**src/hw/pipeDefsPkg.sv**
```systemverilog
// pipeline control types shared by the memory stage blocks
package pipeDefsPkg;

    // two instructions per cycle, slot 1 older than slot 0
    localparam int numSlots = 2;

    // width of a memory access
    // encodings follow the decode stage msize field
    typedef enum logic [1:0] {
        // one byte, any offset
        sizeByte = 2'b00,
        // two bytes, offset 0 or 2
        sizeHalf = 2'b01,
        // full word, offset 0
        sizeWord = 2'b10
    } accessSize_t;

    // control class of a slot as seen by the memory stage
    typedef enum logic [1:0] {
        // ordinary instruction
        ctlNone      = 2'b00,
        // trap raised somewhere upstream
        ctlException = 2'b01,
        // return from exception
        ctlEret      = 2'b10
    } ctlClass_t;

    // destination register index width, 32 GPRs
    localparam int regIdxWidth = 5;

    // low byte-offset bits of an address
    localparam int offsetWidth = 2;

endpackage

```
**src/hw/busDefsPkg.sv**
```systemverilog
// data bus widths and byte strobe between the stage and the data RAM
package busDefsPkg;

    // bits per data word
    localparam int dataWidth = 32;

    // bits per byte lane
    localparam int laneWidth = 8;

    // lanes per word, one strobe bit each
    localparam int numLanes = dataWidth / laneWidth;

    // plain data word on the bus
    typedef logic [dataWidth-1:0] word_t;

    // byte write enables
    // bit n covers bits 8n+7 down to 8n
    typedef logic [numLanes-1:0] strobe_t;

    // single byte lane
    typedef logic [laneWidth-1:0] lane_t;

    // halfword, two lanes
    typedef logic [2*laneWidth-1:0] half_t;

endpackage

```
**src/hw/loadExtract.sv**
```systemverilog
`timescale 1ns/100ps

module loadExtract (
    input  busDefsPkg::word_t                       readData,
    input  pipeDefsPkg::accessSize_t                size,
    input  logic [pipeDefsPkg::offsetWidth-1:0]     addrLow,
    input  logic                                    loadSigned,
    output busDefsPkg::word_t                       loadData
);

    import pipeDefsPkg::*;
    import busDefsPkg::*;

    // addressed byte and halfword shifted down to bit 0
    lane_t loadByte;
    half_t loadHalf;

    // byte lane select by offset
    always_comb begin
        unique case (addrLow)
            2'd0: loadByte = readData[7:0];
            2'd1: loadByte = readData[15:8];
            2'd2: loadByte = readData[23:16];
            default: loadByte = readData[31:24];
        endcase
    end

    // aligned halfword, bit 0 of the offset ignored
    assign loadHalf = addrLow[1] ? readData[31:16] : readData[15:0];

    always_comb begin
        unique case (size)
            sizeByte: begin
                // replicate the top bit for lb, zeros for lbu
                loadData = {{(dataWidth-laneWidth){loadSigned && loadByte[laneWidth-1]}},
                            loadByte};
            end
            sizeHalf: begin
                loadData = {{(dataWidth-2*laneWidth){loadSigned && loadHalf[2*laneWidth-1]}},
                            loadHalf};
            end
            default: begin
                // word load, nothing to extend
                loadData = readData;
            end
        endcase
    end

endmodule

```
**config.mk**
```make
export PLATFORM = sky130hd
export DESIGN_NAME = loadExtract
export DESIGN_NICKNAME = d
export VERILOG_FILES = /design/src/hw/pipeDefsPkg.sv /design/src/hw/busDefsPkg.sv /design/src/hw/loadExtract.sv
export SDC_FILE = /design/constraint.sdc
export NUM_CORES = 1
export LEC_CHECK = 0
export BUFFER_PORTS_ARGS = -buffer_cell sky130_fd_sc_hd__buf_2
export CAP_MARGIN = 20
export CORE_MARGIN = 8
export CORE_UTILIZATION = 42
export DETAILED_ROUTE_END_ITERATION = 10
export MAX_ROUTING_LAYER = met4
export PLACE_DENSITY = 0.88
export SYNTH_ARGS = -nofsm -noshare
export SYNTH_HDL_FRONTEND = slang
export SYNTH_SLANG_ARGS = --single-unit
```
**constraint.sdc**
```tcl
create_clock -name vclk -period 1.3
set_input_delay 0.065 -clock vclk [all_inputs]
set_output_delay 0.065 -clock vclk [all_outputs]
set_load 0.02 [all_outputs]
```
### After elaboration in Yosys (flattened, before gate mapping)

Cells that the tools add are included.

* input port bits: 37
* flip-flop bits (word level): 0
* bits in latches: 0
* memories kept: 0
* memory bits (read-only): 0
* output and inout bits: 32
* RAM bits: 0

* divide/modulo/power cells: 0
* bitwise gates (word level): 0
* magnitude comparators: 0
* shift operators: 0
* reductions and logical operators: 4
* $mul: 0
* eq/ne operators: 3
* add/subtract/negate cells: 0
* multiplexer cells: 3

Operators by type and width (count)
* $pmux W32 S2: 1
* $pmux W8 S3: 1
* $mux W16: 1
* $eq A2 B1 Y1 const B: 2
* $logic_not A2 Y1: 2
* $eq A2 B2 Y1 const B: 1
* $logic_and A1 B1 Y1: 2

### Longest topological paths before layout

Gate-level depths: netlist of run 1.

* depth after elaboration: 4
* mapped depth: 7
* mapped depth without buffers: 3

### Least setup slack after synthesis of run 1

Ideal clock, no wire load.

* path kind: in2out
* start point: input port addrLow[1] in the netlist's numbering
* end point: output port loadData[11]
* buffers on the path: 3
* stages on the path: 6
* path slack: -13 ps
* required time: 1235 ps
* data arrival time: 1248 ps
* cell sequence: buf_2 > nor2b_1 > buf_4 > a32oi_4 > buf_6 > o221ai_1

* longest elaborated chain between the ends: 4

Ends and longest elaborated chain
* from (decl): line loadExtract.sv:6 `input logic [pipeDefsPkg::offsetWidth-1:0] addrLow,`
* $eq A2 B2 Y1, or another cell as far along: line loadExtract.sv:20 `unique case (addrLow)`
* $pmux W8 S3: line loadExtract.sv:20
* $logic_and A1 B1 Y1: line loadExtract.sv:35 `loadData = {{(dataWidth-laneWidth){loadSigned && loadByte[laneWidth-1]}},`
* $pmux W32 S2 *: line loadExtract.sv:32 `unique case (size)`
* to (decl): line loadExtract.sv:8 `output busDefsPkg::word_t loadData`

Every way passes the cells marked *; elsewhere a longest branch is shown, timed or not.

### Worst setup path in the final report of run 1

* start point: input port addrLow[0] in the netlist's numbering
* end point: output port loadData[16]

* longest elaborated chain between the ends: 4

Ends and longest elaborated chain (line)
* $eq A2 B2 Y1, or another cell as far along: loadExtract.sv:20
* $pmux W8 S3 *: loadExtract.sv:20
* $logic_and A1 B1 Y1 *: loadExtract.sv:35
* $pmux W32 S2 *: loadExtract.sv:32

Marked as above.

==> impl_metrics.yaml, run 1 <==
outcome:
  status: "finished, violations left"
  violations: "setup timing"
placement:
  gp_congestion: 0.8763
  dpl_cell_area_um2: 1316
  port_buffers: 69
  dp_hpwl_um: 2918
pwr:
  p_clk_share_pct: 0
  powerDensity_nw_per_um2: 459.7
  switchingPower_uw: 381.6
  p_int_uw: 306.9
  combPwrFrac_pct: 100.0
  ir_drop_uv: 296.5
  power.leakage_uw: 0.0007355
  seqPwrFrac_pct: 0
  p_sw_share_pct: 55.43
routing:
  drcViolationCount: 0
  drt_pass1_iterations: 4
  avgViaCountPerCell: 5.835
  drt_iter0_markers: 62
  route.vias.total: 1272
  wl_per_cell_um: 19.06
  antenna_left: 0
  finalWirelength_um: 4155
final_layout:
  seq_cell_count: 0
  layout-drive-gt1-share_pct: 62.63
  regArea_um2: 0
  clock_buffers: 0
  areaGrowthSynthToFinish_pct: 71.00
  design_area_um2: 1498
  nets: 229
  final_util_pct: 76.34
setup_path:
  crit_path_max_incr_delay_ns: 0.31
  path_max_fanout: 6
  critical_path_class: "in2out"
  cp.required_ns: 1.24
  cp.arrival_ns: 1.32
  cp_slowest_cell: "mux2_4"
  crit_path_start_kind: "primary input"
  path_cells: "buf_8 > mux2_4 > a32oi_4 > buf_6 > buf_16 > o211ai_1 > buf_2"
  crit_path_end_kind: "output pin"
sta:
  setup_viol: 25
  worst_slack_ns: -0.08267
  tns_ns: -1.315
  final_hold_viol_count: 0
  rsz0062_at_grt: "true"
  relSlewSlack_pct: 76.94
  drv_slew: 0
  period_share_pct: 106.4
  worst_slew_pin_slew_ns: 0.3459
  period_needed_ns: 1.383
  fmax_ghz: 0.7232
synth:
  synth_compound_area_share_pct: 47.29
  synth_top_family_by_area: "compound AO/OA/AOI/OAI gates"
  synthXorXnorAreaFrac_pct: 0
  syn_nets: 152
  yosys.area_share.simple_pct: 20.00
  synthCells: 115
  synth-adder-area-share_pct: 0
  ys_seq_area_share_pct: 0
  synth_cell_types: 20
  ys_warn_count: 0
  syn_area_um2: 875.8
  syn_avg_cell_area_um2: 7.616
  synthMuxAreaShare_pct: 19.71
grt:
  grt-ovfl-total: 0
  grt_max_degree: 25
  grt_usage_pct: 21.33
  antenna_found_initial: 0
  grt_pass1_vias: 1367
  grt_pass1_wl_um: 6216
flow_run:
  cap_violations: 0
die:
  io_pins: 69
  core-area_um2: 1962
  die_h_um: 61.67
  num_rows: 16
  die_x_um: 61.67
  die_area_um2: 3803
  start_util_pct: 44.64
min_path:
  hold_path_class: "in2out"
[layout make-up]
class / count / area [um^2]
inverters: 2 / 7.507
fillers: 150 / 464.2
well taps: 27 / 33.78
diodes: 1 / 2.502
repair buffers: 91 / 608.1
multi-input cells: 97 / 845.8
[per-layer routing]
layer,vias up,part of all wire [%],GRT usage (%)
li1,597,-,-
met1,610,39,22.99
met2,65,53,39.00
met3,0,7.7,2.923
met4,0,0,6.494
met5,-,0,-
[power by group through the flow]
stage	Combinational [uW]	Clock (uW)	Sequential [uW]
after global routing	728	0	0
after floorplan	369	0	0
after detailed placement	595	0	0
after global placement	578	0	0
after CTS	644	0	0
final	688	0.000103	0
[cells in the mapped netlist, drive strengths merged, types with 2 or more instances]
master / instances / area, um^2
a22oi: 9 / 67.56
mux2: 2 / 22.52
o221ai: 8 / 70.07
nor2b: 9 / 56.30
nand2: 25 / 93.84
o211ai: 17 / 177.7
o22a: 7 / 61.31
buf: 10 / 83.83
clkbuf: 6 / 22.52
mux2i: 15 / 150.1
[cell usage in the layout (no fill, tap or decap)]
cell       n
buf_2     55
nand2b_4   1
mux2i_1   14
a22oi_2    3
nand2_1   25
inv_1      1
a32oi_4    1
o211ai_1   7
mux2_4     2
nor3_2     1
buf_4     28
o21ba_4    1
buf_12     1
o211ai_2  10
a22oi_1    6
or3_1      1
buf_8      2
clkinv_1   1
nor2b_2    1
o221ai_1   1
o221ai_2   7
diode_2    1
o22a_1     7
buf_16     1
buf_6      4
mux2i_2    1
nor2b_1    8
[per-stage QoR]
stage | power (uW) | std cells | hold WS [ns] | setup WS (ns)
after floorplan | 368.6 | 115 | 0.2853 | -0.01278
after global placement | 578.4 | 214 | 0.4784 | -0.02970
after detailed placement | 595.2 | 214 | 0.4763 | -0.07428
after CTS | 644.0 | 218 | 0.4784 | -0.05679
after global routing | 728.5 | 217 | 0.5027 | -0.1157
final | 688.5 | 218 | 0.4775 | -0.08267
[path summary, 6_finish.rpt]
kind                      endpoint  depth (start not counted)   startpoint  slack, ns
worst min-delay path   loadData[4]                          3  readData[4]       0.48
worst max-delay path  loadData[16]                          7   addrLow[0]      -0.08
[logic make-up (layout without fill, tap and decap cells)]
family	Yosys count	after routing
buffers and inverters	18	93
muxes	17	17
AOI/OAI and AO/OA	43	43
other	0	1
and+or+nand+nor	37	37
[what timing repair did]
item	4_1_cts	5_1_grt
endpoints found under the setup margin	25	32
buffers inserted	2	1
hold buffers	0	0
gates cloned	2	0
resized for setup	11	29
pin swaps	1	7
[critical path, delay by kind of cell]
kind	cells	cell delay, ns
AO/OA/AOI/OAI	2	0.40
buffers and inverters	4	0.54
multiplexers	1	0.31
(Power assumes the default switching activity.)
==> run 2: changes to the inputs <==
--- a/config.mk
+++ b/config.mk
@@ -7,11 +7,12 @@
 export LEC_CHECK = 0
 export BUFFER_PORTS_ARGS = -buffer_cell sky130_fd_sc_hd__buf_2
 export CAP_MARGIN = 20
+export CORE_ASPECT_RATIO = 1.2
 export CORE_MARGIN = 8
-export CORE_UTILIZATION = 42
+export CORE_UTILIZATION = 35
 export DETAILED_ROUTE_END_ITERATION = 10
 export MAX_ROUTING_LAYER = met4
-export PLACE_DENSITY = 0.88
+export PLACE_DENSITY = 0.76
 export SYNTH_ARGS = -nofsm -noshare
 export SYNTH_HDL_FRONTEND = slang
 export SYNTH_SLANG_ARGS = --single-unit
==> constraint.sdc (replaced) <==
create_clock -name vclk -period 1.5
set_input_delay 0.075 -clock vclk [all_inputs]
set_output_delay 0.075 -clock vclk [all_outputs]
set_load 0.02 [all_outputs]
==> run 2 against run 1 <==
Net effect:
- the flow now finishes without violations
- count of clock-buffer cells in the layout did not move
- core utilization fell by 26 points
- die area rose by 15%
- flip-flop and latch count did not move
- wire length fell by 21%
- first-iteration DRC count fell by 6.5%
- combinational power fell by 29%
- setup slack improved by 0.20 ns
- global-route usage fell by 7.0 points
- final cell count fell by 3.7%
- largest cell class unchanged
==> impl_metrics.yaml, run 2 (same netlist as run 1, synthesis figures left out) <==
setup_path:
  crit_path_end_kind: "output pin"
  critPathBufInv: 3
  cp.arrival_ns: 1.30
  critical_path_class: "in2out"
  cp.required_ns: 1.42
  path_cells: "buf_2 > mux2_2 > a32oi_4 > buf_12 > o221ai_1 > buf_2"
  crit_top_cell: "buf_2"
  cpLargestDelayFamily: "buffers and inverters"
  crit_path_max_incr_delay_ns: 0.35
  crit_path_start_kind: "primary input"
  path_max_fanout: 25
  cp_slowest_cell: "mux2_2"
pwr:
  power.leakage_uw: 0.0006261
  ir_drop_uv: 176.1
  powerDensity_nw_per_um2: 394.8
die:
  die_area_um2: 4366
  core-area_um2: 2452
  die_x_um: 61.67
  io_pins: 69
  die_h_um: 70.80
  start_util_pct: 35.71
  num_rows: 20
placement:
  gp_congestion: 0.8173
  place_ws_ns: 0.1184
  dp_hpwl_um: 2634
  port_buffers: 69
sta:
  setup_viol: 0
  rsz0062_at_grt: "false"
  drv_slew: 0
  worst_slack_ns: 0.1208
  tns_ns: 0
  worst_slew_pin_slew_ns: 0.3294
  final_hold_viol_count: 0
  fmax_ghz: 0.7251
  period_needed_ns: 1.379
  relSlewSlack_pct: 77.87
  period_share_pct: 91.94
routing:
  drt_pass1_iterations: 4
  wl_per_cell_um: 15.63
  avgViaCountPerCell: 5.229
  drt_iter0_markers: 58
  route.vias.total: 1098
  antenna_left: 0
  finalWirelength_um: 3282
  drcViolationCount: 0
final_layout:
  areaGrowthSynthToFinish_pct: 41.14
  final_cell_mix: "69 x buf_2, 25 x nand2_1, 15 x mux2i_1, 10 x o211ai_2"
  clock_buffers: 0
  layout-drive-gt1-share_pct: 52.54
  nets: 216
  seq_cell_count: 0
  regArea_um2: 0
  final_common_cell: "buf_2"
  antenna_cells: 0
  fill_cells: 275
grt:
  grt-ovfl-total: 0
  grt_pass1_vias: 999
  grt_pass1_wl_um: 5057
  grt_max_degree: 34
  antenna_found_initial: 0
  grt_usage_pct: 14.29
clock_network:
  cts_resized: 0
  ctsHoldBuffers: 0
  cts_setup_buffers: 0
outcome:
  status: "finished, final reports clean"
flow_run:
  cap_violations: 0
min_path:
  hold_path_class: "in2out"
[run 2: path summary, 6_finish.rpt]
kind / startpoint / to / slack, ns / cells past startpoint
min: readData[1] / loadData[1] / 0.50 / 3
max: addrLow[0] / loadData[10] / 0.12 / 6
[run 2: routing by layer]
| layer | wire length [um] | global-route usage, % | vias to the layer above |
|---|---|---|---|
| met5 | 0 | - | - |
| met4 | 19 | 1.015 | 0 |
| met3 | 241 | 1.815 | 2 |
| met2 | 1658 | 23.64 | 34 |
| met1 | 1362 | 18.38 | 494 |
| li1 | - | - | 568 |
[run 2: area by class of cell]
type / instances / area, um^2 / area share (%)
inverters: 2 / 7.507 / 0.6073
multi-input cells: 97 / 762.0 / 61.64
well taps: 33 / 41.29 / 3.340
repair buffers: 78 / 425.4 / 34.41
[run 2: power breakdown]
group          internal, uW  switching, uW
Combinational           200            288
Sequential                0              0
Clock                     0              0
[run 2: per-stage QoR]
step | instances | instance area (um^2) | hold WS (ns) | utilization (%) | total power (uW)
after global routing | 210 | 1236 | 0.5079 | 50.41 | 524.8
after global placement | 210 | 1236 | 0.4978 | 50.41 | 486.7
after detailed placement | 210 | 1236 | 0.5015 | 50.41 | 489.6
final | 210 | 1236 | 0.4985 | 50.41 | 488.0
after CTS | 210 | 1236 | 0.5020 | 50.41 | 490.8
after floorplan | 115 | 875.8 | 0.3053 | - | 319.5
