===== config.mk =====
export PLATFORM = sky130hd
export DESIGN_NAME = storeAlign
export DESIGN_NICKNAME = d
export VERILOG_FILES = /design/src/hw/pipeDefsPkg.sv /design/src/hw/busDefsPkg.sv /design/src/hw/storeAlign.sv
export SDC_FILE = /design/constraint.sdc
export NUM_CORES = 1
export LEC_CHECK = 0
export BUFFER_PORTS_ARGS = -buffer_cell sky130_fd_sc_hd__buf_2
export CAP_MARGIN = 25
export CORE_UTILIZATION = 35
export DETAILED_ROUTE_END_ITERATION = 12
export PLACE_DENSITY = 0.9
export SLEW_MARGIN = 20
export SYNTH_ARGS = -nofsm -noshare
export SYNTH_HDL_FRONTEND = slang
export SYNTH_SLANG_ARGS = --single-unit

===== constraint.sdc =====
create_clock -name vclk -period 1.1
set_input_delay 0.055 -clock vclk [all_inputs]
set_output_delay 0.055 -clock vclk [all_outputs]
set_load 0.01 [all_outputs]

===== src/hw/pipeDefsPkg.sv =====
// pipeline control types shared by the memory stage blocks
package pipeDefsPkg;

    // two instructions per cycle, slot 1 older than slot 0
    localparam int numSlots = 2;

    // width of a memory access
    // encodings follow the decode stage msize field
    typedef enum logic [1:0] {
        // one byte, any offset
        sizeByte = 2'b00,
        // two bytes, offset 0 or 2
        sizeHalf = 2'b01,
        // full word, offset 0
        sizeWord = 2'b10
    } accessSize_t;

    // control class of a slot as seen by the memory stage
    typedef enum logic [1:0] {
        // ordinary instruction
        ctlNone      = 2'b00,
        // trap raised somewhere upstream
        ctlException = 2'b01,
        // return from exception
        ctlEret      = 2'b10
    } ctlClass_t;

    // destination register index width, 32 GPRs
    localparam int regIdxWidth = 5;

    // low byte-offset bits of an address
    localparam int offsetWidth = 2;

endpackage


===== src/hw/busDefsPkg.sv =====
// data bus widths and byte strobe between the stage and the data RAM
package busDefsPkg;

    // bits per data word
    localparam int dataWidth = 32;

    // bits per byte lane
    localparam int laneWidth = 8;

    // lanes per word, one strobe bit each
    localparam int numLanes = dataWidth / laneWidth;

    // plain data word on the bus
    typedef logic [dataWidth-1:0] word_t;

    // byte write enables
    // bit n covers bits 8n+7 down to 8n
    typedef logic [numLanes-1:0] strobe_t;

    // single byte lane
    typedef logic [laneWidth-1:0] lane_t;

    // halfword, two lanes
    typedef logic [2*laneWidth-1:0] half_t;

endpackage


===== src/hw/storeAlign.sv =====
`timescale 1ns/100ps

module storeAlign (
    input  busDefsPkg::word_t                       storeData,
    input  pipeDefsPkg::accessSize_t                size,
    input  logic [pipeDefsPkg::offsetWidth-1:0]     addrLow,
    output busDefsPkg::word_t                       laneData,
    output busDefsPkg::strobe_t                     strobe
);

    import pipeDefsPkg::*;
    import busDefsPkg::*;

    // low byte and low halfword of the register value
    lane_t storeByte;
    half_t storeHalf;

    assign storeByte = storeData[laneWidth-1:0];
    assign storeHalf = storeData[2*laneWidth-1:0];

    always_comb begin
        unique case (size)
            sizeByte: begin
                // copy into every lane, strobe picks the real one
                laneData = {numLanes{storeByte}};
                strobe   = strobe_t'(1) << addrLow;
            end
            sizeHalf: begin
                laneData = {2{storeHalf}};
                // aligned halfword, bit 1 picks upper or lower pair
                strobe   = addrLow[1] ? 4'b1100 : 4'b0011;
            end
            sizeWord: begin
                laneData = storeData;
                strobe   = '1;
            end
            default: begin
                // unused encoding, behave as a word
                laneData = storeData;
                strobe   = '1;
            end
        endcase
    end

endmodule


* Yosys cells after proc, flatten, opt, wreduce, memory -nomap -nowiden
Cells that the tools add are included.
** Storage, ports and cells
- Bits in registers :: 0
- Latch bits :: 0
- Bits in writable memories :: 0
- Bits in read-only memories :: 0
- Input bits :: 36
- Output and inout port bits :: 36
- Logic and storage cells :: 6
- Memories kept :: 0
** Cells by class
- $add $sub $neg :: 0
- Multiply operators :: 0
- Divide/modulo/power cells :: 0
- Order comparisons :: 0
- Eq/ne operators :: 1
- Shift operators :: 1
- Mux-type cells :: 3
- Bitwise logic cells :: 0
- Reduce and logical (&&, ||, !) cells :: 1
** Operator list (count)
- $pmux 32 s2 :: 1
- $pmux 4 s2 :: 1
- $mux 4 :: 1
- $shl 1x2->4 const A :: 1
- $eq 2x1->1 const B :: 1
- $logic_not 2->1 :: 1

* Logic depth before layout (Yosys ltp)
Gate-level depths: netlist of the first run.
- Depth in word-level cells :: 2
- Mapped depth :: 4
- Mapped depth without buffers :: 2

* Worst setup path before layout of the first run
Ideal clock, no wire load.
- Path kind :: in2out
- From :: input size[1]
- To :: output laneData[10]
- Arrival time :: 0.613 ns
- Required time :: 1.045 ns
- Path slack :: 0.432 ns
- Cell stages on the path :: 2
- Path buffers :: 0
- Cells stage by stage :: nor2_4 -> mux2_2
** Between the ends
- Cells in the longest elaborated chain, start to end :: 2
- Elaborated cells between the ends (all ways) :: 3
- Classes of those cells :: 1 x eq/ne; 1 x mux; 1 x reduce/logical
** Ends and longest elaborated chain
- start, declared :: line storeAlign.sv:5 : input pipeDefsPkg::accessSize_t size,
- $eq 2x1->1 / $logic_not 2->1 (equally long branches) :: line storeAlign.sv:22 : unique case (size)
- $pmux 32 s2 (*) :: line storeAlign.sv:22
- end, declared :: line storeAlign.sv:7 : output busDefsPkg::word_t laneData,
Mark *: on every way between the ends. The rest lies on a longest branch, timed or not.

* Final worst setup path of the first run
- From :: input size[1]
- To :: output laneData[15]
Same word-level chain as after synthesis.

==> results of run 1 <==
## power groups by stage
| stage | Clock [mW] | Combinational (mW) | Sequential, mW |
|---|---|---|---|
| floorplan | 0 | 0.236 | 0 |
| global placement | 0 | 0.374 | 0 |
| detailed placement | 0 | 0.383 | 0 |
| CTS | 0 | 0.384 | 0 |
| global route | 0 | 0.420 | 0 |
| finish | 0 | 0.379 | 0 |
## critical path, delay by kind of cell
kind / cells / cell delay [ns]
muxes: 1 / 0.37
and+or+nand+nor: 1 / 0.26
buffers and inverters: 2 / 0.27
## cell usage after synthesis, drive strengths merged
cell type / count / area [um2]
mux2: 16 / 180
nor2: 2 / 15.0
nand2: 8 / 30.0
buf: 12 / 109
o21ai: 8 / 70.1
mux2i: 8 / 80.1
inv: 1 / 3.75
a21o: 2 / 15.0
nand2b: 1 / 13.8
o21bai: 2 / 15.0
## metal layers
layer	up-vias	track usage (%)
met3	0	0
met4	0	0
li1	337	-
met1	286	14.4
met2	46	27.0
met5	-	0
## cells by family after synthesis
group	after synthesis
muxes	24
buffers and inverters	13
AOI/OAI and AO/OA	12
and+or+nand+nor	11
## cell type report
type | count | area [um2]
Timing Repair Buffer | 74 | 388
Multi-Input combinational cell | 47 | 419
Inverter | 1 | 3.75
Fill cell | 126 | 520
Tap cell | 15 | 18.8
## how the worst min path moves through the flow
stage / from / endpoint / slack (ns)
3_5_place_dp: storeData[7] / laneData[7] / 0.34
3_3_place_gp: storeData[7] / laneData[7] / 0.33
2_1_floorplan: storeData[0] / laneData[0] / 0.20
5_1_grt: storeData[5] / laneData[5] / 0.35
6_report: storeData[7] / laneData[7] / 0.33
4_1_cts: storeData[7] / laneData[7] / 0.34
## stage by stage
stage / utilization [%] / hold WS, ns / setup slack (ns) / power [mW] / std cells
after detailed placement: 61.4 / 0.337 / 0.0871 / 0.383 / 137
final: 61.4 / 0.334 / 0.0859 / 0.379 / 137
after CTS: 61.4 / 0.337 / 0.0831 / 0.384 / 137
after global routing: 61.4 / 0.352 / 0.0548 / 0.420 / 137
after floorplan: - / 0.202 / 0.432 / 0.236 / 60
after global placement: 61.4 / 0.329 / 0.106 / 0.374 / 137
==> impl_metrics.toml, run 1 <==
[outcome]
outcome = "complete, no violations"

[min_path]
hp-class = "in -> out"
holdPathStages = 2

[routing]
drt-vias-per-instance = 4.88
wl_met2_um = 687
firstDrtPassIters = 2
ant_nets = 0
routed_wl_um = 1370
wl_per_cell_um = 10.0
drc = 0
wl_met3_um = 165
wl_met1_um = 519
highest_layer = "met3"
vias = 669
drtIter0Drc = 2

[grt]
grt_pass1_vias = 377
overflow = 0
grt_max_degree = 29
grt_util_all_layers_pct = 12.7
antenna_found_initial = 0
grt_first_pass_wirelength_um = 1520

[worst_setup_path]
end_kind = "output pin"
cpMostUsedCell = "buf_2"
cp.required_ns = 1.04
slowest_stage = "mux2_2"
worstPathCellList = "buf_2 > nor2_4 > mux2_2 > buf_2"
slowest_delay_ns = 0.37
crit_path_start_kind = "input pin"
worstSetupPathType = "in -> out"
cp_max_fo = 8
critical_path.endpoint = "laneData[15]"
crit_start = "size[1]"
cp.arrival_ns = 0.96

[placement]
routabilityCongestion = 0.635
place_area_um2 = 830
hpwl_um = 1140
portBuffers = 72

[synth]
synth_top_family_by_area = "multiplexers"
yosys_warnings = 0
synth_compound_area_share_pct = 18.8
synthAdderAreaFrac_pct = 0
ys_seq_area_share_pct = 0
syn_avg_cell_area_um2 = 8.86
synth-xor-area-share_pct = 0
syn-instance-count = 60
netlist_area_um2 = 532
synthSimpleGateAreaFrac_pct = 11.1
syn_nets = 96
synth_cell_types = 13
synth_mux_area_share_pct = 48.9

[timing]
hold_viol = 0
setup_viol = 0
fin_setup_tns_ns = 0
slew_violations = 0
fin_crit_ns = 1.01
rsz0062_at_grt = "no"
slew-limit-headroom_pct = 81.3
max_slew.worst_pin.slew_ns = 0.280
fmax_ghz = 0.986
finalCritPeriodShare_pct = 92.2

[pwr]
internal_power_mw = 0.199
power_density_nw_per_um2 = 457
leakage_nw = 0.480
p_seq_share_pct = 0
swShare_pct = 47.6
pwr-share-comb_pct = 100.0
p_sw_mw = 0.181
p_clk_share_pct = 0
ir_worst_vdd_v = 0.000245

[cells_and_area]
nFlopsAndLatches = 0
final_common_cell = "buf_2"
drive_above_1_share_pct = 82.0
fin_nets = 160
clockBufferCount = 0
postLayoutCellArea_um2 = 830
syn_to_final_growth_pct = 56.0
seqCellArea_um2 = 0
antennaDiodeCount = 0
layout_common_cells = "72 x buf_2, 16 x mux2_2, 8 x mux2i_1, 8 x nand2_1, 8 x o21ai_2"

[die]
die_width_um = 41.0
die_h_um = 41.0
row_count = 13
design.core.area_um2 = 1350
start_util_pct = 39.4
io_pins = 72
die_area_um2 = 1680

[clock_network]
postCtsSetupBuffers = 0
cts_resized = 0
cts_hold_buf = 0

[flow_run]
drv_cap = 0
No activity file was read; power rests on OpenSTA's default activity.
==> inputs of run 2 (changes only) <==
clock period = 1.3 ns   (was 1.1 ns; I/O delays follow)
==> run 2 against run 1 <==
Net effect:
- utilization shrank 0.37 points
- clock-buffer cell count did not move
- sequential cell count did not move
- design area down 0.60%
- combinational power fell by 16%
- via count down 0.75%
- final cell count is 0.73% higher
- global-route usage up 1.0 points
==> impl_metrics.toml, run 2 (synthesis gave the netlist of run 1 again) <==
[routing]
ant_nets = 0
firstDrtPassIters = 2
drc = 0
drt-vias-per-instance = 4.81
drtIter0Drc = 3
routed_wl_um = 1370
wl_per_cell_um = 9.96
vias = 664

[die]
die_area_um2 = 1680
design.core.area_um2 = 1350
die_width_um = 41.0
die_h_um = 41.0
io_pins = 72
row_count = 13
start_util_pct = 39.4

[timing]
fmax_ghz = 0.903
finalCritPeriodShare_pct = 85.2
slew-limit-headroom_pct = 82.9
slew_violations = 0
rsz0062_at_grt = "no"
setup_viol = 0
holdWs_ns = 0.353
fin_setup_tns_ns = 0
hold_viol = 0
fin_crit_ns = 1.11
max_slew.worst_pin.slew_ns = 0.256
fin_ws_ns = 0.192

[worst_setup_path]
cp.arrival_ns = 1.04
critical_path.endpoint = "laneData[18]"
end_kind = "output pin"
crit_start = "size[1]"
cp_max_fo = 12
worstSetupPathType = "in -> out"
cp.required_ns = 1.24
crit_path_start_kind = "input pin"

[cells_and_area]
antennaDiodeCount = 0
fin_nets = 161
seqCellArea_um2 = 0
drive_above_1_share_pct = 82.1
layout_common_cells = "72 x buf_2, 16 x mux2_2, 8 x mux2i_1, 8 x nand2_1, 8 x o21ai_2"
clockBufferCount = 0
nFlopsAndLatches = 0
num-fill-cells = 133
syn_to_final_growth_pct = 55.1
final_common_cell = "buf_2"

[pwr]
leakage_nw = 0.480
ir_worst_vdd_v = 0.000210
power_density_nw_per_um2 = 386

[min_path]
hp-class = "in -> out"
holdPathStages = 2

[clock_network]
cts_hold_buf = 0
postCtsSetupBuffers = 0
cts_resized = 0

[placement]
routabilityCongestion = 0.643
pre_cts_ws_ns = 0.178
hpwl_um = 1200
portBuffers = 72

[grt]
grt_max_degree = 13
grt_util_all_layers_pct = 13.7
overflow = 0
grt_first_pass_wirelength_um = 1620
grt_pass1_vias = 450
antenna_found_initial = 0

[flow_run]
drv_cap = 0

[outcome]
outcome = "complete, no violations"
[run 2: changes by cell type in the layout (fill, tap and decap cells not counted), sizes merged]
cell	delta
buf	+1
[run 2: how the worst min path moves through the flow]
stage | slack [ns] | start | endpoint
after global routing | 0.37 | storeData[2] | laneData[2]
after detailed placement | 0.35 | storeData[6] | laneData[6]
after CTS | 0.35 | storeData[6] | laneData[6]
after floorplan | 0.22 | storeData[0] | laneData[0]
after global placement | 0.35 | storeData[7] | laneData[7]
final | 0.35 | storeData[6] | laneData[6]
[run 2: where the power goes]
| part | switching, mW | internal [mW] | leakage, nW | total [mW] |
|---|---|---|---|---|
| logic | 0.152 | 0.166 | 0.480 | 0.318 |
| registers | 0 | 0 | 0 | 0 |
| clock network | 0 | 0 | 0 | 0 |
[run 2: metal layers]
layer / vias to the layer above / track usage [%] / routed length, um
met2: 46 / 31.3 / 719
met4: 0 / 0 / 0
li1: 335 / - / -
met5: - / 0 / 0
met3: 0 / 0 / 165
met1: 283 / 13.8 / 488
[run 2: final cells by class]
type                            count  area (um2)  area share [%]
Tap cell                           15        18.8            2.28
Multi-Input combinational cell     47         419            50.8
Timing Repair Buffer               75         383            46.4
Inverter                            1        3.75           0.455
[run 2: critical path, stage by stage]
cell	delay [ns]
buf_2	0.24
buf_4	0.25
mux2_2	0.35
buf_2	0.14
[run 2: metrics by stage]
| stage | cells | power, mW | area [um2] | utilization [%] |
|---|---|---|---|---|
| final | 138 | 0.318 | 825 | 61.1 |
| after global routing | 138 | 0.353 | 825 | 61.1 |
| after CTS | 138 | 0.323 | 825 | 61.1 |
| after detailed placement | 138 | 0.322 | 825 | 61.1 |
| after global placement | 138 | 0.316 | 825 | 61.1 |
| after floorplan | 60 | 0.199 | 532 | - |
==> inputs of run 3 (changes only) <==
CORE_UTILIZATION = 30   (was 35)
PLACE_DENSITY = 0.78   (was 0.9)
==> run 3 against run 2 <==
Net effect:
- first-iteration DRC count grew 100%
- non-clock buffer count is the same
- the flow now finishes with violations (design-rule violations)
- wire length grew 2.8%
- final cell count grew 0.72%
- sequential share of layout area is the same
- power grew 0.14%
- largest power group unchanged
- clock-buffer cell count is the same
- worst setup slack gained 0.081 ns
- maximum frequency grew 7.9%
==> impl_metrics.toml, run 3 (synthesis gave the netlist of run 1 again) <==
[grt]
grt_first_pass_wirelength_um = 1950
met1_usage_pct = 13.4
overflow = 0
grt_max_degree = 23
met2_usage_pct = 27.9
antenna_found_initial = 0
grt_util_all_layers_pct = 12.6
grtUsageMet3_pct = 0
grt.busiest_layer = "met2"
grt_pass1_vias = 488

[timing]
finalCritPeriodShare_pct = 79.0
slew-limit-headroom_pct = 82.2
fin_setup_tns_ns = 0
max_slew.worst_pin.slew_ns = 0.267
fmax_ghz = 0.974
setup_viol = 0
rsz0062_at_grt = "no"
hold_viol = 0
fin_crit_ns = 1.03
fin_ws_ns = 0.273
slew_violations = 0
holdWs_ns = 0.353

[cells_and_area]
nFlopsAndLatches = 0
syn_to_final_growth_pct = 55.3
layout_common_cells = "72 x buf_2, 16 x mux2_2, 8 x mux2i_1, 8 x nand2_1, 8 x o21ai_2"
antennaDiodeCount = 0
final_common_cell = "buf_2"
fin_nets = 161
drive_above_1_share_pct = 82.1
seqCellArea_um2 = 0
clockBufferCount = 0
num-fill-cells = 156

[outcome]
outcome = "complete, but fails checks"
violations = "design-rule violations"

[placement]
pre_cts_ws_ns = 0.254
routabilityCongestion = 0.637
hpwl_um = 1170
portBuffers = 72

[die]
row_count = 14
die_width_um = 44.1
start_util_pct = 33.7
die_h_um = 44.1
die_area_um2 = 1940
design.core.area_um2 = 1580
io_pins = 72

[worst_setup_path]
crit_path_start_kind = "input pin"
cp.arrival_ns = 0.96
worstPathCellList = "buf_2 > buf_4 > mux2_2 > buf_2"
slowest_stage = "mux2_2"
slowest_delay_ns = 0.36
end_kind = "output pin"
cp_top_family = "buffers and inverters"
cp_max_fo = 22
cpMostUsedCell = "buf_2"
worstSetupPathType = "in -> out"
cp.required_ns = 1.24
path_buf_inv = 3

[pwr]
ir_worst_vdd_v = 0.000169
p_seq_share_pct = 0
pwr-share-comb_pct = 100.0
internal_power_mw = 0.166
power_density_nw_per_um2 = 386
swShare_pct = 48.0
leakage_nw = 0.480
p_clk_share_pct = 0
p_sw_mw = 0.153

[routing]
routed_wl_um = 1410
drt-vias-per-instance = 4.71
drtIter0Drc = 6
drc = 5
vias = 654
wl_per_cell_um = 10.2
ant_nets = 0
firstDrtPassIters = 9

[flow_run]
drv_cap = 0

[min_path]
hp-class = "in -> out"

[clock_network]
cts_hold_buf = 0
cts_resized = 0
postCtsSetupBuffers = 0
==> run 3: cell counts in the layout (fill, tap and decap cells not counted) <==
Identical to the previous run, type by type.
==> run 3: final cells by class <==
cell class,count,area (um2),share of cell area (%)
Tap cell,16,20.0,2.42
Inverter,1,3.75,0.455
Multi-Input combinational cell,47,419,50.8
Timing Repair Buffer,75,383,46.4
==> run 3: power by group through the flow <==
stage,sequential (mW),clock (mW),combinational (mW)
2_1_floorplan,0,0,0.199
3_3_place_gp,0,0,0.316
3_5_place_dp,0,0,0.322
4_1_cts,0,0,0.323
5_1_grt,0,0,0.347
6_report,0,0,0.319
==> run 3: path summary, 6_finish.rpt <==
path                     start      endpoint  slack [ns]  cells after the start
setup / recovery       size[1]  laneData[18]        0.27                      4
hold / removal    storeData[2]   laneData[2]        0.35                      2
==> run 3: routing by layer <==
layer  part of all wire, %  up-vias
met3                    11        0
li1                      -      337
met4                     0        0
met1                    38      273
met5                     0        -
met2                    52       44
==> run 3: stage by stage <==
| step | power [mW] | cell area, um2 | std cells | utilization [%] |
|---|---|---|---|---|
| after floorplan | 0.199 | 532 | 60 | - |
| after global placement | 0.316 | 826 | 139 | 52.4 |
| after detailed placement | 0.322 | 826 | 139 | 52.4 |
| after CTS | 0.323 | 826 | 139 | 52.4 |
| after global routing | 0.347 | 826 | 139 | 52.4 |
| final | 0.319 | 826 | 139 | 52.4 |
