**config.mk**
```make
export PLATFORM = sky130hd
export DESIGN_NAME = memStage
export DESIGN_NICKNAME = d
export VERILOG_FILES = /design/src/hw/pipeDefsPkg.sv /design/src/hw/busDefsPkg.sv /design/src/hw/memStage.sv
export SDC_FILE = /design/constraint.sdc
export NUM_CORES = 1
export LEC_CHECK = 0
export ABC_AREA = 0
export BUFFER_PORTS_ARGS = -buffer_cell sky130_fd_sc_hd__buf_2
export CORE_ASPECT_RATIO = 1.2
export CORE_UTILIZATION = 39
export DETAILED_ROUTE_END_ITERATION = 10
export PLACE_DENSITY = 0.83
export SYNTH_ARGS = -nofsm -noshare
export SYNTH_HDL_FRONTEND = slang
export SYNTH_SLANG_ARGS = --single-unit
export TNS_END_PERCENT = 100
```
**constraint.sdc**
```tcl
create_clock -name clk -period 1.7 [get_ports clk]
set_clock_uncertainty 0.1 [all_clocks]
set_input_delay 0.085 -clock clk [delete_from_list [all_inputs] [get_ports clk]]
set_output_delay 0.085 -clock clk [all_outputs]
set_load 0.03 [all_outputs]
```
**src/hw/pipeDefsPkg.sv**
```systemverilog
// pipeline control types shared by the memory stage blocks
package pipeDefsPkg;

    // two instructions per cycle, slot 1 older than slot 0
    localparam int numSlots = 2;

    // width of a memory access
    // encodings follow the decode stage msize field
    typedef enum logic [1:0] {
        // one byte, any offset
        sizeByte = 2'b00,
        // two bytes, offset 0 or 2
        sizeHalf = 2'b01,
        // full word, offset 0
        sizeWord = 2'b10
    } accessSize_t;

    // control class of a slot as seen by the memory stage
    typedef enum logic [1:0] {
        // ordinary instruction
        ctlNone      = 2'b00,
        // trap raised somewhere upstream
        ctlException = 2'b01,
        // return from exception
        ctlEret      = 2'b10
    } ctlClass_t;

    // destination register index width, 32 GPRs
    localparam int regIdxWidth = 5;

    // low byte-offset bits of an address
    localparam int offsetWidth = 2;

endpackage

```
**src/hw/busDefsPkg.sv**
```systemverilog
// data bus widths and byte strobe between the stage and the data RAM
package busDefsPkg;

    // bits per data word
    localparam int dataWidth = 32;

    // bits per byte lane
    localparam int laneWidth = 8;

    // lanes per word, one strobe bit each
    localparam int numLanes = dataWidth / laneWidth;

    // plain data word on the bus
    typedef logic [dataWidth-1:0] word_t;

    // byte write enables
    // bit n covers bits 8n+7 down to 8n
    typedef logic [numLanes-1:0] strobe_t;

    // single byte lane
    typedef logic [laneWidth-1:0] lane_t;

    // halfword, two lanes
    typedef logic [2*laneWidth-1:0] half_t;

endpackage

```
**src/hw/memStage.sv**
```systemverilog
`timescale 1ns/100ps

module memStage (
    input  logic                                                    clk,
    input  logic                                                    rstN,
    input  logic [pipeDefsPkg::numSlots-1:0]                        slotValid,
    input  logic [pipeDefsPkg::numSlots-1:0]                        isLoad,
    input  logic [pipeDefsPkg::numSlots-1:0]                        isStore,
    input  logic [pipeDefsPkg::numSlots-1:0]                        loadSigned,
    input  pipeDefsPkg::accessSize_t [pipeDefsPkg::numSlots-1:0]    size,
    input  logic [pipeDefsPkg::numSlots-1:0][pipeDefsPkg::offsetWidth-1:0] addrLow,
    input  logic [pipeDefsPkg::numSlots-1:0][pipeDefsPkg::regIdxWidth-1:0] rdst,
    input  pipeDefsPkg::ctlClass_t [pipeDefsPkg::numSlots-1:0]      ctl,
    input  busDefsPkg::strobe_t [pipeDefsPkg::numSlots-1:0]         alignedStrobe,
    output logic                                                    excp,
    output logic [pipeDefsPkg::numSlots-1:0]                        reqValid,
    output logic [pipeDefsPkg::numSlots-1:0]                        reqWrite,
    output busDefsPkg::strobe_t [pipeDefsPkg::numSlots-1:0]         reqStrobe,
    output logic [pipeDefsPkg::numSlots-1:0]                        wbValid,
    output logic [pipeDefsPkg::numSlots-1:0][pipeDefsPkg::regIdxWidth-1:0] wbRdst,
    output pipeDefsPkg::accessSize_t [pipeDefsPkg::numSlots-1:0]    wbSize,
    output logic [pipeDefsPkg::numSlots-1:0]                        wbSigned,
    output logic [pipeDefsPkg::numSlots-1:0][pipeDefsPkg::offsetWidth-1:0] wbAddrLow
);

    import pipeDefsPkg::*;

    // valid slot whose own class is exception or eret
    logic [numSlots-1:0] isTrap;
    // slot allowed to touch memory this cycle
    logic [numSlots-1:0] live;
    // live load that owes a writeback next cycle
    logic [numSlots-1:0] loadLive;

    // trap detect per slot, eret counts the same as an exception here
    for (genvar i = 0; i < numSlots; i++) begin : genTrap
        assign isTrap[i] = slotValid[i] &&
                           (ctl[i] == ctlException || ctl[i] == ctlEret);
    end

    // older slot is never squashed by the younger one
    assign live[1] = slotValid[1] && (ctl[1] == ctlNone);

    // younger slot dies behind a trapping older slot
    assign live[0] = slotValid[0] && (ctl[0] == ctlNone) && !isTrap[1];

    // either slot trapping flags the stage in the same cycle
    assign excp = |isTrap;

    // request side, same cycle as the slot inputs
    for (genvar i = 0; i < numSlots; i++) begin : genReq
        // store wins if decode ever sets both
        assign reqWrite[i]  = live[i] && isStore[i];
        assign loadLive[i]  = live[i] && isLoad[i] && !isStore[i];
        assign reqValid[i]  = reqWrite[i] || loadLive[i];
        // loads never carry byte enables
        assign reqStrobe[i] = reqWrite[i] ? alignedStrobe[i] : '0;
    end

    // writeback valid, one cycle behind the load request
    always_ff @(posedge clk or negedge rstN) begin
        if (!rstN) begin
            wbValid <= '0;
        end else begin
            wbValid <= loadLive;
        end
    end

    // load metadata for the extractor
    // only captured for live loads, otherwise held
    always_ff @(posedge clk) begin
        for (int i = 0; i < numSlots; i++) begin
            if (loadLive[i]) begin
                wbRdst[i]    <= rdst[i];
                wbSize[i]    <= size[i];
                wbSigned[i]  <= loadSigned[i];
                wbAddrLow[i] <= addrLow[i];
            end
        end
    end

endmodule

```
* After elaboration in Yosys (flattened, before gate mapping) *
Cells that the tools add are included.
Widths: inputs -> output; s select.

cells by class
  reduce and logical (&&, ||, !) cells = 21
  mux-type cells = 2
  equality and inequality tests = 4

operators with widths
  cell                number
  $logic_and 1x1->1   11
  $mux 4              2
  $eq 2x1->1 const B  2
  $eq 2x2->1 const B  2
  $logic_not 2->1     2
  $logic_or 1x1->1    4
  $logic_not 1->1     3
  $reduce_or 2->1     1

storage, ports and cells
  register bits = 22
  word-level logic and storage cells = 36

* Depth between registers and ports, before layout *
Gate-level depths: netlist (run 1).

  word-level depth = 8
  depth in mapped cells = 4
  mapped depth without buffers = 4

* Worst setup path before layout (run 1) *
OpenSTA, ideal clock, no wires.

  kind = input to register
  start = input ctl[2] (netlist bit)
  end = register wbAddrLow[2] (netlist bit), enable pin
  path slack = 0.005 ns
  arrival time = 1.200 ns
  cell stages on the path = 4
  library setup time = 0.394 ns
  buffers on the path = 0
  cells stage by stage = inv_1 > ha_1 > nand2_1 > nor3b_1

on the way
  longest elaborated chain between the ends = 4

RTL lines
  element                          line            RTL
  start: declaration               memStage.sv:13  input pipeDefsPkg::ctlClass_t [pipeDefsPkg::numSlots-1:0] ctl,
  $logic_not 2->1                  memStage.sv:42  assign live[1] = slotValid[1] && (ctl[1] == ctlNone);
  $logic_and 1x1->1                memStage.sv:42
  $logic_and 1x1->1 (2 in series)  memStage.sv:54  assign loadLive[i] = live[i] && isLoad[i] && !isStore[i];
  named net loadLive[1]            memStage.sv:33  logic [numSlots-1:0] loadLive;
  end signal: indexed assignment   memStage.sv:77  wbAddrLow[i] <= addrLow[i];
  end: declaration                 memStage.sv:23  output logic [pipeDefsPkg::numSlots-1:0][pipeDefsPkg::offsetWidth-1:0] wbAddrLow

The timed path passes the listed nets, and every way through them passes these cells.
A chain may end at the register's enable or synchronous reset.

* Worst setup path in the final report (run 1) *
  start = input ctl[2] (netlist bit)
  end = output reqValid[0] (netlist bit)

on the way
  longest elaborated chain between the ends = 8
  elaborated cells between the ends (all ways) = 10
  classes of those cells = eq/ne: 2; reduce/logical: 8

RTL lines
  element                                          line            RTL
  $eq 2x1->1 / $eq 2x2->1 (equally long branches)  memStage.sv:38  (ctl[i] == ctlException || ctl[i] == ctlEret);
  $logic_or 1x1->1 (*)                             memStage.sv:38
  $logic_and 1x1->1 (*)                            memStage.sv:37  assign isTrap[i] = slotValid[i] &&
  $logic_not 1->1 (*)                              memStage.sv:45  assign live[0] = slotValid[0] && (ctl[0] == ctlNone) && !isTrap[1];
  $logic_and 1x1->1 (*)                            memStage.sv:45
  $logic_and 1x1->1 (2 in series)                  memStage.sv:54
  $logic_or 1x1->1 (*)                             memStage.sv:55  assign reqValid[i] = reqWrite[i] || loadLive[i];
  end: declaration                                 memStage.sv:16  output logic [pipeDefsPkg::numSlots-1:0] reqValid,

Every way passes the cells marked *; elsewhere a longest branch is shown, timed or not.

==> results.md, run 1 <==
* Status: complete, no violations
* Crit path kind: in2out
* First-pass GRT wire length at 3.91 mm
* Critical-path cell list: buf_2 -> inv_1 -> ha_1 -> a21bo_4 -> nor3b_2 -> buf_2
* Post-DRT Antenna Nets at 0
* CTS clk-pin slew, worst paths at 0.12 ns
* Sink Count at 22
* Final Total Pwr at 1080 uW
* Min Tclk post-route at 1.32 ns
* Drt first pass iters at 4
* Slew Limit Fails at 0
* Overall routed net length at 2.68 mm
* Antenna Cells at 0
* Crit path capture type: output port
* Initial Util at 41.2%
* Register area share after synthesis at 76.1%
* Synth unique cells at 14
* Worst hold path class: in2reg
* Initial DRC count at 15
* Initial antenna violation count at 0
* Max Cap Viol at 0
* DIE WIDTH at 44.7 um
* Yosys reg bits at 22
* CTS tree: yes
* Layout area overhead at 79.5%
* Row count at 18
* Cells after DPL at 159
* Crit start category: input pin
* RD Place Congestion at 0.662
* Synth Net Count at 95
* Fmax at 757 MHz
* Crit path required time at 1.51 ns
* Die area at 2380 um^2
* RSZ-0062 raised after global routing: false
* Cell count after synthesis at 53
* I/O pins at 75
* PortBufs at 74
* Vias at 841
* Slowest CP cell: ha_1
* Buffers & Inverters on Critical Path at 3
* TNS Setup at 0 ns
* Cell Pwr Density at 704 nW/um^2
* Critical path peak fanout at 7
* Core box area at 2070 um^2
* CTS Buf Count at 3
* Cell Count, Final, Fillers Out at 185
* Overflow after GRT at 0
* Largest net degree at the start of global routing at 13
* Die height at 53.3 um
* Kind of cell adding the most delay to the critical path: buffers and inverters
* Worst slew pin tran at 0.231 ns
* Vias/cell at 4.55
* Leakage at 0.000745 uW
* GRT Total Usage at 24.5%
* Vias in the first global route at 827
* Root Buffer: clkbuf_4
* CTS Buffer Depth at 2
* Final hold viol count at 0
* Synth Cell Area at 855 um^2
* Final setup viols at 0
* Mean Syn Cell Area at 16.1 um^2
* Routed wire per std cell at 14.5 um
* Max IR drop VDD at 415 uV
* CP arrival at 1.14 ns
* Crit share post-route at 77.7%
* H-tree depth at 1
* Layout cells sized above 1 at 54.8%
* Slew headroom at 84.6%
* Most frequent CP cell: buf_2
* Total Nets Final at 198
* # DRC at 0
* Synthesis Warnings at 0
* Max incr delay on CP at 0.31 ns
-- final timing paths --
check	startpoint	end	slack, ns	cells past startpoint
setup / recovery	ctl[2]	reqValid[0]	0.38	6
min in group asynchronous	rstN	wbValid[1]$_DFF_PN0_	0.54	3
hold / removal	isStore[1]	wbValid[1]$_DFF_PN0_	0.05	3
max in group asynchronous	rstN	wbValid[0]$_DFF_PN0_	0.83	3
-- state kept, by name (all words and copies together) (netlist names) --
name and cells:
wbSigned 2, wbSize 4, wbAddrLow 4, wbValid 2, wbRdst 10
-- through the flow --
stage	instance area [um^2]	hold slack, ns	setup WS [ns]	util (%)
finish	1530	0.0470	0.379	74.0
floorplan	855	-0.311	0.00532	-
CTS	1530	0.0396	0.371	74.0
global route	1530	0.0535	0.312	74.0
detailed placement	1280	-0.229	0.0908	61.7
global placement	1280	-0.229	0.136	61.7
-- cell usage in the layout, fill, tap and decap left out --
master,count
and2_1,4
clkbuf_8,1
ha_1,2
clkbuf_4,3
nor2_1,8
edfxtp_1,20
a22o_2,1
nor3b_2,1
buf_4,2
nor4b_4,1
nand3_1,4
and3_2,1
dfrtp_1,2
inv_1,5
dlygate4sd3_1,22
nor3b_1,1
nand2_1,2
buf_2,74
a21bo_4,1
-- cell type report --
| type | count | area, um^2 |
|---|---|---|
| clock buffer | 4 | 36.3 |
| sequential | 22 | 651 |
| multi-input combinational | 26 | 185 |
| timing repair buffer | 98 | 606 |
| tap | 30 | 37.5 |
| fill | 145 | 538 |
| inverter | 5 | 18.8 |
-- power breakdown --
part | total (uW) | switching, uW | leakage, uW | internal [uW]
Clock | 293 | 161 | 0.0000210 | 131
Sequential | 603 | 2.97 | 0.000208 | 600
Combinational | 184 | 90.7 | 0.000516 | 93.5
Total | 1080 | 255 | 0.000745 | 824
-- layer usage --
metal / track usage, % / vias to the layer above / share of wire, %
met5: 0 / - / 0
met4: 9.09 / 0 / 1.6
met3: 3.41 / 5 / 8.8
met2: 45.6 / 58 / 52
met1: 27.7 / 386 / 37
li1: - / 392 / -
-- cell usage after synthesis (all sizes together) --
cell | number | area share [%]
and3 | 1 | 0.88
a21bo | 1 | 1.9
ha | 2 | 2.9
a22o | 1 | 1.2
nor4b | 1 | 2.8
nor3b | 2 | 2.3
inv | 5 | 2.2
dfrtp | 2 | 5.9
and2 | 4 | 2.9
edfxtp | 20 | 70
nor2 | 8 | 3.5
nand3 | 4 | 2.3
nand2 | 2 | 0.88
-- repair_timing --
item                                   in CTS  in global routing
endpoints found under the hold margin      22                  0
hold buffers                               22                  0
gates resized for setup                     0                  0
setup buffers                               0                  0
-- logic make-up (layout without fill, tap and decap cells) --
logic type                 Yosys count  count (layout)  share of synthesized area (%)
DFF                                 22              22                           76.1
and+or+nand+nor                     22              22                           15.7
buffers and inverters                5             107                           2.20
adders and majority gates            2               2                           2.93
AOI/OAI and AO/OA                    2               2                           3.08
No activity file was read; power rests on OpenSTA's default activity.
==> run 2, diff against run 1 <==
--- a/config.mk
+++ b/config.mk
@@ -5,12 +5,12 @@
 export SDC_FILE = /design/constraint.sdc
 export NUM_CORES = 1
 export LEC_CHECK = 0
-export ABC_AREA = 0
+export ABC_AREA = 1
 export BUFFER_PORTS_ARGS = -buffer_cell sky130_fd_sc_hd__buf_2
 export CORE_ASPECT_RATIO = 1.2
-export CORE_UTILIZATION = 39
+export CORE_UTILIZATION = 32
 export DETAILED_ROUTE_END_ITERATION = 10
-export PLACE_DENSITY = 0.83
+export PLACE_DENSITY = 0.73
 export SYNTH_ARGS = -nofsm -noshare
 export SYNTH_HDL_FRONTEND = slang
 export SYNTH_SLANG_ARGS = --single-unit
==> constraint.sdc (replaced) <==
create_clock -name clk -period 1.2 [get_ports clk]
set_clock_uncertainty 0.1 [all_clocks]
set_input_delay 0.06 -clock clk [delete_from_list [all_inputs] [get_ports clk]]
set_output_delay 0.06 -clock clk [all_outputs]
set_load 0.03 [all_outputs]
==> run 2 against run 1 <==
Clock power is 30% higher; critical path type unchanged; non-clock buffer count up 2; critical path depth increased by 1; critical endpoint is now reqStrobe[1].
==> results.md, run 2 <==
* Adder-cell area share of the yosys netlist at 3.01%
* Total Nets Final at 208
* Drt first pass iters at 2
* Count leader, synth: edfxtp_1
* Largest Register: wbRdst
* Synth unique cells at 10
* Most common cell after layout, fill and taps aside: buf_2
* Synthesis Warnings at 0
* Max Cap Viol at 0
* PortBufs at 74
* Worst hold path class: in2reg
* Vias in the first global route at 770
* Slew headroom at 86.0%
* Worst slew pin tran at 0.209 ns
* Crit start category: input pin
* Ys flop type: edfxtp_1
* Largest family of logic cells by synthesized area: simple AND/OR/NAND/NOR gates
* DIE WIDTH at 48.6 um
* Area contributors post-synth: edfxtp_1 72%, inv_1 7.2%, dfrtp_1 6.0%, nor2_1 4.5%, ha_1 3.0%
* Antenna Cells at 0
* Clk pwr share at 25.3%
* Hold Path Depth at 4
* Register area share after synthesis at 78.2%
* CTS tree: yes
* Dpl ws at -0.0803 ns
* Final Total Pwr at 1510 uW
* Vias/cell at 4.19
* Cell Pwr Density at 924 nW/um^2
* Initial Util at 35.0%
* Async set or reset register ratio after synthesis at 9.09%
* Final setup viols at 0
* Post-synthesis compound-gate area fraction at 0%
* Flop pwr share at 56.6%
* Setup ws final at 0.0753 ns
* Leakage at 0.000823 uW
* RSZ-0062 raised after global routing: false
* Post-synth EDFFs at 20
* Top cell type's share of synthesized area at 72.2%
* Post-DRT Antenna Nets at 0
* Core box area at 2380 um^2
* Yosys reg bits at 22
* Biggest regs: wbRdst x10, wbAddrLow x4, wbSize x4
* Die height at 57.9 um
* CTS Buf Count at 3
* Critical path peak fanout at 6
* Status: complete, no violations
* Min Tclk post-route at 1.12 ns
* Mean Syn Cell Area at 13.6 um^2
* Layout area overhead at 96.1%
* Slew Limit Fails at 0
* Synth Cell Area at 832 um^2
* Combinational share of power at 18.1%
* Mux share of post-synthesis cell area at 0%
* Largest net degree at the start of global routing at 13
* Synth Net Count at 103
* Initial antenna violation count at 0
* Crit share post-route at 93.7%
* Switching portion of total power at 22.1%
* Vias at 821
* CTS clk-pin slew, worst paths at 0.10 ns
* Final hold viol count at 0
* Cell-internal power at 1170 uW
* GRT Total Usage at 18.5%
* Die area at 2810 um^2
* Root Buffer: clkbuf_4
* Net switching power at 333 uW
* First-pass GRT wire length at 3.66 mm
* Crit path kind: in2out
* Row count at 19
* Yosys top cell by area: edfxtp_1
* Crit path required time at 1.04 ns
* I/O pins at 75
* Max reg flops at 10
* Max IR drop VDD at 537 uV
* Overflow after GRT at 0
* Layout cells sized above 1 at 56.4%
* Synth top cells by count: 20 x edfxtp_1, 16 x inv_1, 10 x nor2_1, 5 x nand2_1
* H-tree depth at 1
* Hold_sp: isStore[0]
* CP arrival at 0.96 ns
* Initial DRC count at 5
* Routed wire per std cell at 12.1 um
* Post-Synth Simple-Gate Area at 11.1%
* Sink Count at 22
* Hold EP: wbValid[0]$_DFF_PN0_
* Crit path capture type: output port
* HPWL Detailed at 1.43 mm
* Final Util at 68.6%
* CTS Buffer Depth at 2
* # DRC at 0
* Most frequent cells in the layout: 68 x buf_2, 23 x dlygate4sd3_1, 20 x edfxtp_1, 14 x inv_1
* Fmax at 889 MHz
* Synth Area in XOR/XNOR at 0%
* Overall routed net length at 2.36 mm
* Cell count after synthesis at 61
* RD Place Congestion at 0.671
[run 2: cell types whose count changed in the layout (fill, tap and decap cells not counted), moves of 2 or more]
cell	before	now
nor2_4	0	4
inv_1	5	14
nand2_2	0	2
inv_2	0	2
buf_2	74	68
nand3_1	4	2
and2_1	4	0
nand2_1	2	4
buf_6	0	5
nor2_1	8	5
[run 2: worst max-delay path, cell delays in order]
cell	delay, ns
buf_2	0.10
inv_1	0.08
ha_4	0.20
nand2_2	0.10
nand3_4	0.15
nor2_4	0.13
buf_6	0.14
[run 2: worst max-delay path by stage]
stage | start | to | slack [ns] | cells past startpoint
after detailed placement | ctl[2] | wbRdst[0]$_DFFE_PP_ | -0.08 | 6
after global placement | ctl[2] | wbRdst[4]$_DFFE_PP_ | -0.05 | 6
after global routing | ctl[2] | reqStrobe[1] | 0.02 | 7
after floorplan | ctl[2] | reqStrobe[0] | 0.05 | 5
final | ctl[2] | reqStrobe[1] | 0.08 | 7
after CTS | ctl[2] | reqStrobe[2] | -0.005 | 8
[run 2: cell type report]
type                    count  area, um^2
clock buffers               4        36.3
fillers                   172         746
inverters                  17        63.8
multi-input cells          22         173
flip-flops and latches     22         651
well taps                  31        38.8
repair buffers            100         669
[run 2: layer usage]
| metal | global-route usage, % | routed length, um |
|---|---|---|
| met1 | 18.8 | 868 |
| met2 | 33.8 | 1190 |
| met3 | 4.46 | 231 |
| met4 | 12.6 | 70 |
| met5 | 0 | 0 |
[run 2: logic make-up after synthesis]
| logic type | Yosys count |
|---|---|
| DFF | 22 |
| and+or+nand+nor | 20 |
| buffers and inverters | 17 |
| adders and majority gates | 2 |
[run 2: repair_timing]
item                       CTS  global route
hold buffers                23             0
resized for setup            7            18
setup buffers                0             1
setup endpoints to repair    5             6
pin swaps                    1             4
hold endpoints to repair    23             0
[run 2: power by group through the flow]
stage | Sequential (uW) | Clock (uW) | Combinational (uW)
CTS | 853 | 387 | 253
global route | 854 | 421 | 296
global placement | 869 | 0 | 185
detailed placement | 870 | 0 | 191
floorplan | 897 | 0 | 59.7
finish | 853 | 381 | 273
[run 2: stage by stage]
stage	setup TNS, ns	hold WS (ns)	cells	area, um^2
4_1_cts	-0.00475	0.0784	196	1570
3_5_place_dp	-1.02	-0.255	169	1280
5_1_grt	0	0.123	196	1630
3_3_place_gp	-0.584	-0.253	169	1280
2_1_floorplan	0	-0.336	61	835
6_report	0	0.108	196	1630
